[src/include/corr_code.svh]
/*
 * Fixed bipolar correlation code and peak threshold of the correlator.
 */
`ifndef CORR_CODE_SVH
`define CORR_CODE_SVH

// one bit per tap, 1 adds the sample and 0 subtracts it
// tap 0 sees the oldest word, tap CORR_LEN-1 the newest
localparam logic [CORR_LEN-1:0] CORR_CODE = 8'b1011_0001;

// lane magnitude at or above this value counts as a hit
localparam int PEAK_THRESH = 20;

`endif

[src/logic/corr_pkg.sv]
/*
 * Correlator package with stream sizes, derived widths, payload types
 * and the fixed correlation code.
 */
package corr_pkg;

  //////////////////////////////////////////////////////////////////////
  // stream geometry
  //////////////////////////////////////////////////////////////////////

  // lane count must stay a power of two, the lane counter wraps freely
  localparam int NUM_LANES = 4;
  localparam int SAMPLE_W  = 4;
  localparam int IN_W      = NUM_LANES * SAMPLE_W;
  localparam int LANE_W    = $clog2(NUM_LANES);

  localparam logic [LANE_W-1:0] LAST_LANE = LANE_W'(NUM_LANES - 1);

  //////////////////////////////////////////////////////////////////////
  // code length and arithmetic widths
  //////////////////////////////////////////////////////////////////////

  localparam int CORR_LEN = 8;

  // holds CORR_LEN full-scale samples of either sign
  localparam int ACC_W = 8;

  // each output lane is the sign-extended chain result
  localparam int OUT_W      = 10;
  localparam int OUT_DATA_W = NUM_LANES * OUT_W;

  `include "corr_code.svh"

  //////////////////////////////////////////////////////////////////////
  // payload types
  //////////////////////////////////////////////////////////////////////

  typedef logic signed [SAMPLE_W-1:0] sample_t;
  typedef logic signed [ACC_W-1:0]    acc_t;

  // lane 0 sits in the least significant bits
  typedef logic [OUT_DATA_W-1:0] corr_word_t;

  typedef struct packed {
    logic [NUM_LANES-1:0] hits;
    corr_word_t           sums;
  } peak_word_t;

endpackage

[src/logic/bit_correlator.sv]
/*
 * Time-multiplexed bipolar correlator: one adder chain shared by all
 * lanes, per-lane partial sums kept between taps, registered output.
 */
module bit_correlator
  import corr_pkg::*;
(
  input  logic            clk,
  input  logic            rst_n,
  input  logic            s_valid,
  output logic            s_ready,
  input  logic [IN_W-1:0] s_data,
  output logic            m_valid,
  input  logic            m_ready,
  output corr_word_t      m_data
);

  logic              enable;
  logic              step;
  logic              s_fire;
  logic [LANE_W-1:0] lane;
  logic [LANE_W-1:0] lane_next;
  logic              sweep_last;

  sample_t lane_sample;
  acc_t    sample_ext;
  acc_t    tap_in  [CORR_LEN];
  acc_t    tap_out [CORR_LEN];

  acc_t       out_mem [NUM_LANES];
  corr_word_t results;
  logic       results_valid;
  logic       slice_in_ready;

  //////////////////////////////////////////////////////////////////////
  // input side
  //////////////////////////////////////////////////////////////////////

  // stall only when finished results cannot leave, slice still full
  assign enable  = ~(results_valid & ~slice_in_ready);
  assign step    = enable & s_valid;
  assign s_ready = enable & sweep_last;
  assign s_fire  = s_valid & s_ready;

  lane_sequencer u_lane_seq (
    .clk        (clk),
    .rst_n      (rst_n),
    .enable     (enable),
    .s_valid    (s_valid),
    .lane       (lane),
    .lane_next  (lane_next),
    .sweep_last (sweep_last)
  );

  // pick this cycle's lane out of the held word
  assign lane_sample = s_data[lane*SAMPLE_W +: SAMPLE_W];
  assign sample_ext  = acc_t'(lane_sample);

  //////////////////////////////////////////////////////////////////////
  // adder chain
  //////////////////////////////////////////////////////////////////////

  // first tap starts every lane from zero
  assign tap_in[0] = '0;

  genvar j;
  generate
    for (j = 1; j < CORR_LEN; j++) begin : g_tap_mem
      tap_sum_mem u_tap_mem (
        .clk     (clk),
        .rst_n   (rst_n),
        .enable  (step),
        .wr_lane (lane),
        .wr_sum  (tap_out[j-1]),
        .rd_lane (lane_next),
        .rd_sum  (tap_in[j])
      );
    end

    for (j = 0; j < CORR_LEN; j++) begin : g_tap_add
      // code bit set means weight +1
      assign tap_out[j] = CORR_CODE[j] ? tap_in[j] + sample_ext
                                       : tap_in[j] - sample_ext;
    end
  endgenerate

  //////////////////////////////////////////////////////////////////////
  // output collection
  //////////////////////////////////////////////////////////////////////

  always_ff @(posedge clk or negedge rst_n) begin
    if (!rst_n) begin
      for (int i = 0; i < NUM_LANES; i++) begin
        out_mem[i] <= '0;
      end
    end else if (step) begin
      out_mem[lane] <= tap_out[CORR_LEN-1];
    end
  end

  // widen each lane, lane 0 at the bottom
  genvar n;
  generate
    for (n = 0; n < NUM_LANES; n++) begin : g_pack
      assign results[n*OUT_W +: OUT_W] = OUT_W'(out_mem[n]);
    end
  endgenerate

  // all lanes are complete the cycle after the word is taken
  always_ff @(posedge clk or negedge rst_n) begin
    if (!rst_n) begin
      results_valid <= 1'b0;
    end else if (s_fire) begin
      results_valid <= 1'b1;
    end else if (slice_in_ready) begin
      results_valid <= 1'b0;
    end
  end

  stream_reg_slice #(
    .payload_t (corr_word_t)
  ) u_out_slice (
    .clk       (clk),
    .rst_n     (rst_n),
    .in_valid  (results_valid),
    .in_ready  (slice_in_ready),
    .in_data   (results),
    .out_valid (m_valid),
    .out_ready (m_ready),
    .out_data  (m_data)
  );

endmodule

[src/logic/corr_peak_detect.sv]
/*
 * Peak detector: flags each lane whose correlation magnitude reaches
 * the threshold and registers the sums together with the hit mask.
 */
module corr_peak_detect
  import corr_pkg::*;
(
  input  logic                  clk,
  input  logic                  rst_n,
  input  logic                  c_valid,
  output logic                  c_ready,
  input  corr_word_t            c_data,
  output logic                  m_valid,
  input  logic                  m_ready,
  output logic [OUT_DATA_W-1:0] m_data,
  output logic [NUM_LANES-1:0]  m_hits
);

  logic [OUT_W-1:0]     lane_sum [NUM_LANES];
  logic [OUT_W-1:0]     lane_mag [NUM_LANES];
  logic [NUM_LANES-1:0] hits;

  peak_word_t det_word;
  peak_word_t out_word;

  //////////////////////////////////////////////////////////////////////
  // per-lane magnitude compare
  //////////////////////////////////////////////////////////////////////

  genvar n;
  generate
    for (n = 0; n < NUM_LANES; n++) begin : g_lane
      assign lane_sum[n] = c_data[n*OUT_W +: OUT_W];

      // negating the most negative value still reads right as unsigned
      assign lane_mag[n] = lane_sum[n][OUT_W-1] ? -lane_sum[n] : lane_sum[n];

      assign hits[n] = (lane_mag[n] >= OUT_W'(PEAK_THRESH));
    end
  endgenerate

  //////////////////////////////////////////////////////////////////////
  // output register
  //////////////////////////////////////////////////////////////////////

  // sums pass through untouched
  assign det_word.sums = c_data;
  assign det_word.hits = hits;

  stream_reg_slice #(
    .payload_t (peak_word_t)
  ) u_out_slice (
    .clk       (clk),
    .rst_n     (rst_n),
    .in_valid  (c_valid),
    .in_ready  (c_ready),
    .in_data   (det_word),
    .out_valid (m_valid),
    .out_ready (m_ready),
    .out_data  (out_word)
  );

  assign m_data = out_word.sums;
  assign m_hits = out_word.hits;

endmodule

[src/logic/corr_top.sv]
/*
 * Correlator top level: bipolar correlator followed by peak detector.
 */
module corr_top
  import corr_pkg::*;
(
  input  logic                  clk,
  input  logic                  rst_n,
  input  logic                  s_valid,
  output logic                  s_ready,
  input  logic [IN_W-1:0]       s_data,
  output logic                  m_valid,
  input  logic                  m_ready,
  output logic [OUT_DATA_W-1:0] m_data,
  output logic [NUM_LANES-1:0]  m_hits
);

  // correlator to peak detector
  logic       c_valid;
  logic       c_ready;
  corr_word_t c_data;

  bit_correlator u_corr (
    .clk     (clk),
    .rst_n   (rst_n),
    .s_valid (s_valid),
    .s_ready (s_ready),
    .s_data  (s_data),
    .m_valid (c_valid),
    .m_ready (c_ready),
    .m_data  (c_data)
  );

  corr_peak_detect u_peak (
    .clk     (clk),
    .rst_n   (rst_n),
    .c_valid (c_valid),
    .c_ready (c_ready),
    .c_data  (c_data),
    .m_valid (m_valid),
    .m_ready (m_ready),
    .m_data  (m_data),
    .m_hits  (m_hits)
  );

endmodule

[src/logic/lane_sequencer.sv]
/*
 * Lane sequencer: steps through the lanes of the held input word,
 * one lane per enabled cycle, and flags the last lane of the sweep.
 */
module lane_sequencer
  import corr_pkg::*;
(
  input  logic              clk,
  input  logic              rst_n,
  input  logic              enable,
  input  logic              s_valid,
  output logic [LANE_W-1:0] lane,
  output logic [LANE_W-1:0] lane_next,
  output logic              sweep_last
);

  logic step;

  // advance only while a word is offered and the chain may run
  assign step = enable & s_valid;

  // power-of-two lane count, so the increment wraps to zero by itself
  assign lane_next = lane + 1'b1;

  always_ff @(posedge clk or negedge rst_n) begin
    if (!rst_n) begin
      lane <= '0;
    end else if (step) begin
      lane <= lane_next;
    end
  end

  // last lane of the word, the input is freed here
  assign sweep_last = (lane == LAST_LANE);

endmodule

[src/logic/stream_reg_slice.sv]
/*
 * One-entry valid/ready output register for an arbitrary payload type.
 */
module stream_reg_slice #(
  parameter type payload_t = logic [7:0]
) (
  input  logic     clk,
  input  logic     rst_n,
  input  logic     in_valid,
  output logic     in_ready,
  input  payload_t in_data,
  output logic     out_valid,
  input  logic     out_ready,
  output payload_t out_data
);

  logic load;

  // free when empty or when the held word leaves this cycle
  assign in_ready = ~out_valid | out_ready;
  assign load     = in_valid & in_ready;

  always_ff @(posedge clk or negedge rst_n) begin
    if (!rst_n) begin
      out_valid <= 1'b0;
    end else if (in_ready) begin
      out_valid <= in_valid;
    end
  end

  always_ff @(posedge clk) begin
    if (load) begin
      out_data <= in_data;
    end
  end

endmodule

[src/logic/tap_sum_mem.sv]
/*
 * Per-lane partial sum store between two neighbouring taps.
 * Written at the current lane, read at the next lane one cycle later.
 */
module tap_sum_mem
  import corr_pkg::*;
(
  input  logic              clk,
  input  logic              rst_n,
  input  logic              enable,
  input  logic [LANE_W-1:0] wr_lane,
  input  acc_t              wr_sum,
  input  logic [LANE_W-1:0] rd_lane,
  output acc_t              rd_sum
);

  // one partial sum per lane
  acc_t mem [NUM_LANES];

  // reset clears the history so that the first words see zeros
  always_ff @(posedge clk or negedge rst_n) begin
    if (!rst_n) begin
      for (int i = 0; i < NUM_LANES; i++) begin
        mem[i] <= '0;
      end
      rd_sum <= '0;
    end else if (enable) begin
      mem[wr_lane] <= wr_sum;
      // next lane is never the one written, so this is the previous word
      rd_sum <= mem[rd_lane];
    end
  end

endmodule

[config.mk]
export PLATFORM = sky130hd
export DESIGN_NAME = corr_top
export DESIGN_NICKNAME = d
export VERILOG_FILES = /design/src/logic/corr_pkg.sv /design/src/logic/bit_correlator.sv /design/src/logic/corr_peak_detect.sv /design/src/logic/corr_top.sv /design/src/logic/lane_sequencer.sv /design/src/logic/stream_reg_slice.sv /design/src/logic/tap_sum_mem.sv
export VERILOG_INCLUDE_DIRS = /design/src /design/src/include
export SDC_FILE = /design/constraint.sdc
export NUM_CORES = 1
export LEC_CHECK = 0
export BUFFER_PORTS_ARGS = -buffer_cell sky130_fd_sc_hd__buf_2
export CORE_ASPECT_RATIO = 0.9
export CORE_MARGIN = 10
export CORE_UTILIZATION = 40
export CTS_CLUSTER_SIZE = 20
export DETAILED_ROUTE_END_ITERATION = 10
export GPL_ROUTABILITY_DRIVEN = 0
export RECOVER_POWER = 100
export SETUP_SLACK_MARGIN = 0.05
export SYNTH_ARGS = -nofsm -noshare
export SYNTH_HDL_FRONTEND = slang
export SYNTH_SLANG_ARGS = --single-unit
[constraint.sdc]
create_clock -name clk -period 4 [get_ports clk]
set_input_delay 0.8 -clock clk [delete_from_list [all_inputs] [get_ports clk]]
set_output_delay 0.8 -clock clk [all_outputs]
set_load 0.05 [all_outputs]
== Word level (Yosys, flattened, before mapping) ==
Cells that the tools add are included.
Storage, ports and cells
  register bits after elaboration: 397
  output and inout port bits: 46
  word-level logic and storage cells: 120
Cells by class
  add/subtract/negate cells: 12
  magnitude comparators: 7
  equality and inequality tests: 1
  shifts and indexed selects: 1
  mux-type cells: 37
  bitwise operators: 14
  reduce and logical (&&, ||, !) cells: 2
Operators by type and width (count)
  bitwise mux 32 bit: 8
  two-way mux 8 bit: 15
  binary-select mux 8 bit (select 2 bit): 7
  >= comparator 10 x 5 -> 1 bit, second input constant: 4
  two-way mux 10 bit: 4
  negation 10 bit: 4
  subtractor 8 x 4 -> 8 bit: 4
  adder 8 x 4 -> 8 bit: 3
  demux 8 bit (select 2 bit): 1
  indexed part select 16 x 5 -> 4 bit: 1
  bitwise AND 1 bit: 6
  >= comparator 3 bit, second input constant: 2
  NOT 2 -> 3 bit: 2
  NOT 1 bit: 4
  less-than comparator 3 x 1 -> 1 bit, second input constant: 1
  adder 2 x 1 -> 2 bit, second input constant: 1
  == test 2 bit, second input constant: 1
  two-way mux 1 bit: 2
  OR 1 bit: 2
  nonzero test 2 bit: 1
  logical AND 1 bit: 1

== Logic depth before layout (Yosys ltp) ==
Gate-level depths: netlist (run 1).
  depth after elaboration: 9
  gate-level depth with buffers: 11
  mapped depth without buffers: 9

== Cells and area by module ==
A second synthesis (run 1) with hierarchy kept.
Unflattened totals
  cell total of the unflattened synthesis: 1287
  area, all modules: 18406.4 µm²
By module, submodules not included
  tap_sum_mem: instances 7, cells an instance 114, area each 1726.7 µm², sequential area each 1001.0 µm²
  bit_correlator: instances 1, cells an instance 337, area each 3285.7 µm², sequential area each 825.8 µm²
  stream_reg_slice (u_peak.u_out_slice): instances 1, cells an instance 48, area each 1375.1 µm², sequential area each 1346.3 µm²
  stream_reg_slice (u_corr.u_out_slice): instances 1, cells an instance 44, area each 1255.0 µm², sequential area each 1226.2 µm²
  corr_peak_detect: instances 1, cells an instance 53, area each 307.8 µm², sequential area each 0.0 µm²
  lane_sequencer: instances 1, cells an instance 7, area each 96.3 µm², sequential area each 50.0 µm²

== Least setup slack after synthesis (run 1) ==
OpenSTA, ideal clock, no wires.
  path type: input to register
  start point: input s_data[12]
  end point: register u_corr.g_tap_mem[5].u_tap_mem.mem[14] in the netlist's numbering
  arrival: 3062 ps
  required time: 3876 ps
  setup slack: 814 ps
  stages on the path: 8
  cells stage by stage: mux4_2 ha_1 fa_1 a21o_1 a21o_1 a21oi_1 nor3_1 a211o_1
On the way
  longest elaborated chain between the ends: 3
RTL lines
  start: declaration: RTL line corr_top.sv:11  | input logic [IN_W-1:0] s_data,
  indexed part select 16 x 5 -> 4 bit: RTL line bit_correlator.sv:56  | assign lane_sample = s_data[lane*SAMPLE_W +: SAMPLE_W];
  adder 8 x 4 -> 8 bit: RTL line bit_correlator.sv:82  | assign tap_out[j] = CORR_CODE[j] ? tap_in[j] + sample_ext
  bitwise mux 32 bit: RTL line tap_sum_mem.sv:28  | mem[wr_lane] <= wr_sum;
  end signal: indexed assignment: RTL line tap_sum_mem.sv:28
  end: declaration: RTL line tap_sum_mem.sv:18  | acc_t mem [NUM_LANES];
No other way between the ends.
A chain may end at the register's enable or synchronous reset.

== Worst setup path in the final report (run 1) ==
  start point: register u_corr.u_lane_seq.lane[1]
  end point: register u_corr.g_tap_mem[4].u_tap_mem.mem[14] in the netlist's numbering
On the way
  longest elaborated chain between the ends: 6
  elaborated cells between the ends (all ways): 9
  classes of those cells: add/sub (1); order compare (2); shift (1); mux (3); bitwise (1); reduce/logical (1)
RTL lines
  start: declaration: RTL line lane_sequencer.sv:12  | output logic [LANE_W-1:0] lane,
  start signal: assignment: RTL line lane_sequencer.sv:29  | lane <= lane_next;
  branches (longest 5 deep; another with subtractor 8 x 4 -> 8 bit)
  bitwise mux 32 bit *: RTL line tap_sum_mem.sv:28
  end signal: indexed assignment: RTL line tap_sum_mem.sv:28
  end: declaration: RTL line tap_sum_mem.sv:18
Every way passes the cells marked *.

==> impl_metrics.ini, run 1 <==
[worst_setup_path]
reg2reg_depth = 8
cp_max_fo = 24
cp.required_ps = 4400
critPathLaunchType = register
path_class = reg -> reg
worstPathArrival_ps = 3960
setup.worst_path.end_class = register

[final_layout]
final_nets = 1562
layout-drive-gt1-share_pct = 15.9
area_growth_pct = 10.6
n_fill_cell = 3916
n_antenna_cell = 0

[yosys]
postSynthAreaPerCell_um2 = 11.9
synth_edf_count = 68
async_flop_share_pct = 81.4
postSynthNetCount = 1516
seq_area_frac_synth_pct = 55.5
synth_cell_type_count = 45
synth_seq_cells = 365
syn_area_mm2 = 0.0171
synth_area_leaders = dfrtp_1 44%, edfxtp_1 12%, mux4_2 7.3%
yosysWarnings = 0
ys.flop_type = dfrtp_1
synth_commonest_cells = 323 x nand2_1, 297 x dfrtp_1, 135 x o21ai_0
synth_top_area_cell = dfrtp_1
netlist_instances = 1434
synth_top_area_share_pct = 43.6
yosysMostFrequentCell = nand2_1

[routing]
first_pass_iters = 4
wl_per_cell_um = 18.6
drt_iter0_markers = 777
vias = 10900
routed_via_density = 5.29
drc_errors = 0
postRouteAntennaNets = 0
wl_um = 38100

[timing]
finalWorstPathRequiredPeriod_ps = 3560
finClkSkew_ps = 18.0
rsz0062_at_grt = false
hold_viol = 0
timing.fmax_mhz = 281
whs_ps = 337
finalCritPeriodShare_pct = 88.9
finalSetupTns_ps = 0
final-setup-viol-count = 0
timing.slew.headroom_pct = -23.7
drv_slew = 208
tightest_slew_ps = 1860

[clock_tree]
post_cts_resized = 0
cts_root_buf = clkbuf_16
clkTransAtPathRegs_ps = 60
cts.sink_count = 365
cts_buffers = 38
max-clock-path-buffers = 3
cts_max_level = 2
cts_hold_repair.buffers = 0
clock_latency_ps = 530
post_cts_buffers = 0
cts_tree = done

[die]
die_x_um = 238
ioPinCount = 66
die_y_um = 216
core_area_mm2 = 0.0419
rows = 71
dieArea_mm2 = 0.0513
start_util_pct = 40.7

[grt]
grt_start_max_net_pins = 109
grt_pass1_wl_um = 62800
antenna_found_initial = 0
gr-usage-all-layers_pct = 15.1
grt_pass1_vias = 11600
gr-total-overflow = 0

[worst_hold_path]
hp-class = in -> async

[placed_design]
post-dp-hpwl_um = 24500
numPortBuffers = 65

[run_status]
status = complete, but fails checks
failed_checks = capacitance limit, slew limit

[run]
maxCapViolCount = 5

[power_and_ir_drop]
cellPowerDensity_mw_per_mm2 = 993
ir_worst_vdd_mv = 0.805
total_leakage_power_nw = 8.36
[area by class of cell]
class | count | area, um^2 | share of cell area [%]
clock buffers | 56 | 1070 | 5.67
clock inverters | 9 | 46.3 | 0.245
inverters | 28 | 105 | 0.557
multi-input cells | 954 | 7020 | 37.2
flip-flops and latches | 365 | 9480 | 50.2
well taps | 547 | 684 | 3.63
repair buffers | 93 | 462 | 2.45
[critical path: stages (launching register included)]
cell      delay [ps]
dfrtp_1          630
mux2i_1          130
mux2_1           380
clkbuf_2         480
ha_1             530
o21ai_0          130
a21boi_0         850
or4_1            230
nand3_1           70
[routing by layer]
layer	track usage, %	routed length [um]
met2	25.4	18500
met3	3.07	1660
met1	19.7	17300
met5	0	0
met4	3.67	656
[state kept, by name (all words and copies together) (netlist names)]
register and count:
u_corr.u_out_slice.out_data 32, u_corr.g_tap_mem.u_tap_mem.mem 208, u_corr.out_mem 32, u_peak.u_out_slice.out_data 36, u_corr.u_out_slice.out_valid 1, u_corr.g_tap_mem.u_tap_mem.rd_sum 52, u_peak.u_out_slice.out_valid 1, u_corr.u_lane_seq.lane 2
u_corr.results_valid 1
[cells in the final DEF, fill, tap and decap left out, types with 23 or more instances in the layout]
master	instances
nand2_1	323
dfrtp_1	296
o21ai_0	137
mux2_2	85
clkbuf_1	69
edfxtp_1	68
mux4_2	55
ha_1	54
clkbuf_16	39
nor2_1	32
inv_1	28
nand2b_1	25
a211o_1	24
nor3_1	24
xnor2_1	23
[where the power goes]
part	internal (mW)	switching, mW	total [mW]
clock network	1.85	1.42	3.27
registers	5.55	0.880	6.43
logic	3.77	5.26	9.03
total	11.2	7.55	18.7
[metrics by stage]
| stage | setup WS (ps) | cell area [um^2] | util (%) | power (mW) | std cells |
|---|---|---|---|---|---|
| floorplan | 814 | 17100 | - | 13.2 | 1434 |
| global placement | 499 | 17900 | 42.7 | 15.4 | 1987 |
| detailed placement | 415 | 17900 | 42.7 | 15.6 | 1987 |
| CTS | 617 | 19000 | 45.4 | 19.0 | 2052 |
| global route | 199 | 18900 | 45.0 | 20.2 | 2052 |
| finish | 442 | 18900 | 45.0 | 18.7 | 2052 |
[path summary, 6_finish.rpt]
path,startpoint,end,slack (ps)
hold / removal,rst_n,u_corr.g_tap_mem[2].u_tap_mem.mem[14],340
hold reg to reg,u_corr.out_mem[9],u_corr.u_out_slice.out_data[21],440
min in group clk,u_corr.out_mem[9],u_corr.u_out_slice.out_data[21],440
max in group asynchronous,rst_n,u_corr.results_valid,1620
setup / recovery,u_corr.u_lane_seq.lane[1],u_corr.g_tap_mem[4].u_tap_mem.mem[14],440
setup reg to reg,u_corr.u_lane_seq.lane[1],u_corr.g_tap_mem[4].u_tap_mem.mem[14],440
[kinds of logic (layout without fill, tap and decap cells)]
logic type | Yosys count | count (layout) | synth area share [%]
adder cells (fa/ha/maj) | 62 | 62 | 4.90
buffers and inverters | 115 | 186 | 3.46
multiplexers | 163 | 163 | 14.2
AND/OR/NAND/NOR | 446 | 446 | 11.2
flip-flops | 365 | 365 | 55.5
AO/OA/AOI/OAI | 246 | 246 | 8.77
XOR/XNOR | 37 | 37 | 1.94
No activity file was read; power rests on OpenSTA's default activity.
==> run 2: changes to the inputs <==
--- a/config.mk
+++ b/config.mk
@@ -7,7 +7,6 @@
 export NUM_CORES = 1
 export LEC_CHECK = 0
 export BUFFER_PORTS_ARGS = -buffer_cell sky130_fd_sc_hd__buf_2
-export CORE_ASPECT_RATIO = 0.9
 export CORE_MARGIN = 10
 export CORE_UTILIZATION = 40
 export CTS_CLUSTER_SIZE = 20
==> constraint.sdc (replaced) <==
create_clock -name clk -period 3.3 [get_ports clk]
set_input_delay 0.66 -clock clk [delete_from_list [all_inputs] [get_ports clk]]
set_output_delay 0.66 -clock clk [all_outputs]
set_load 0.05 [all_outputs]
==> impl_metrics.ini, run 2 (synthesized netlist as in run 1, its figures left out) <==
[routing]
routed_via_density = 5.29
drc_errors = 0
wl_um = 38700
drt_iter0_markers = 675
postRouteAntennaNets = 0
wl_per_cell_um = 18.7
vias = 10900
first_pass_iters = 5

[clock_tree]
post_cts_buffers = 0
cts_root_buf = clkbuf_16
post_cts_resized = 0
max-clock-path-buffers = 3
cts_tree = done
clock_latency_ps = 530
cts_max_level = 2
cts_hold_repair.buffers = 0
cts.sink_count = 365
cts_buffers = 39
clkTransAtPathRegs_ps = 60

[die]
dieArea_mm2 = 0.0513
die_y_um = 226
rows = 75
core_area_mm2 = 0.0420
start_util_pct = 40.6
ioPinCount = 66
die_x_um = 226

[timing]
timing.slew.headroom_pct = -24.2
hold_viol = 0
finalCritPeriodShare_pct = 94.1
finalWorstPathRequiredPeriod_ps = 3110
rsz0062_at_grt = false
tightest_slew_ps = 1860
timing.fmax_mhz = 322
final-setup-viol-count = 0
whs_ps = 446
drv_slew = 138
finClkSkew_ps = 16.4
finalSetupTns_ps = 0

[power_and_ir_drop]
clkPwrFrac_pct = 18.3
ir_worst_vdd_mv = 0.937
cellPowerDensity_mw_per_mm2 = 1210
p_seq_share_pct = 33.6
cell_internal_pwr_mw = 14.1
p_sw_mw = 9.17
power_mw = 23.2
total_leakage_power_nw = 8.51
swShare_pct = 39.5
pwr-share-comb_pct = 48.0

[grt]
grt_start_max_net_pins = 79
grt_pass1_wl_um = 62900
antenna_found_initial = 0
gr-total-overflow = 0
grt_pass1_vias = 11500
gr-usage-all-layers_pct = 15.4

[worst_setup_path]
crit_chain = mux4_2, ha_1, fa_1, a21o_1, a21o_1, a21oi_1, clkbuf_2, nor3_1, a211o_1
worst-r2r-setup-slack_ps = 190
cpPeakStageDelay_ps = 660
cpMostUsedCell = a21o_1
setup.worst_path.end_class = register
critPathLaunchType = register
cp.buffers_inverters = 1
cp.required_ps = 3720
path_delay_family = compound AO/OA/AOI/OAI gates
path_class = reg -> reg
slowest_stage = mux4_2
worstPathArrival_ps = 3520
cp_max_fo = 11

[placed_design]
numPortBuffers = 65
place_inst = 2002
post-dp-hpwl_um = 25400

[final_layout]
largest_register_ffs = 208
largestRegisters = u_corr.g_tap_mem.u_tap_mem.mem x208, u_corr.g_tap_mem.u_tap_mem.rd_sum x52, u_peak.u_out_slice.out_data x36
final_cell_mix = 322 x nand2_1, 296 x dfrtp_1, 134 x o21ai_0
final_cells = 2065
final_nets = 1586
largest-register = u_corr.g_tap_mem.u_tap_mem.mem
layout-drive-gt1-share_pct = 17.0
area_growth_pct = 12.3
layout_commonest_cell = nand2_1
n_antenna_cell = 0

[run_status]
failed_checks = capacitance limit, slew limit
status = complete, but fails checks

[worst_hold_path]
hp-class = reg -> reg

[run]
maxCapViolCount = 3
==> run 2: through the flow <==
stage          utilization, %  cell area [um^2]  setup WS, ps
2_1_floorplan               -             17100           155
3_5_place_dp             43.1             18100          63.5
6_report                 45.6             19200           195
5_1_grt                  45.6             19200          53.4
3_3_place_gp             43.1             18100           138
4_1_cts                  46.1             19400           198
==> run 2: metal layers <==
metal	wire, um	vias up	part of all wire [%]	GRT usage [%]
met5	0	-	0	0
met4	1020	0	2.6	4.61
met3	1520	67	3.9	2.42
met2	18700	207	48	26.2
met1	17500	5470	45	19.9
li1	-	5178	-	-
==> run 2: area by class of cell <==
cell class / instances / area (um^2)
clock buffer: 57 / 1150
clock inverter: 6 / 81.3
fill: 3899 / 22900
inverter: 28 / 109
multi-input combinational: 954 / 7010
sequential: 365 / 9480
tap: 539 / 674
timing repair buffer: 116 / 656
==> run 2: final timing paths <==
path | from | to | depth (start not counted)
min | u_corr.out_mem[13] | u_corr.u_out_slice.out_data[25] | 0
min reg2reg | u_corr.out_mem[13] | u_corr.u_out_slice.out_data[25] | 0
max reg2reg | u_corr.u_lane_seq.lane[0] | u_corr.g_tap_mem[5].u_tap_mem.mem[14] | 9
min in group asynchronous | rst_n | u_corr.g_tap_mem[3].u_tap_mem.mem[19] | 1
max in group asynchronous | rst_n | u_corr.g_tap_mem[7].u_tap_mem.mem[29] | 2
max | u_corr.u_lane_seq.lane[0] | u_corr.g_tap_mem[5].u_tap_mem.mem[14] | 9
==> run 2: worst reg2reg max path: stages (launching register included) <==
cell and delay, ps:
dfrtp_4 550, mux4_2 660, ha_1 270, fa_1 410, a21o_1 210, a21o_1 200, a21oi_1 140, clkbuf_2 210
nor3_1 80, a211o_1 260
==> run 2: power groups by stage <==
stage | clock [mW] | sequential, mW | combinational (mW)
global route | 4.54 | 8.05 | 12.4
floorplan | 0 | 7.79 | 8.20
global placement | 0 | 7.81 | 11.2
detailed placement | 0 | 7.89 | 11.4
CTS | 4.38 | 7.81 | 11.4
finish | 4.26 | 7.81 | 11.2
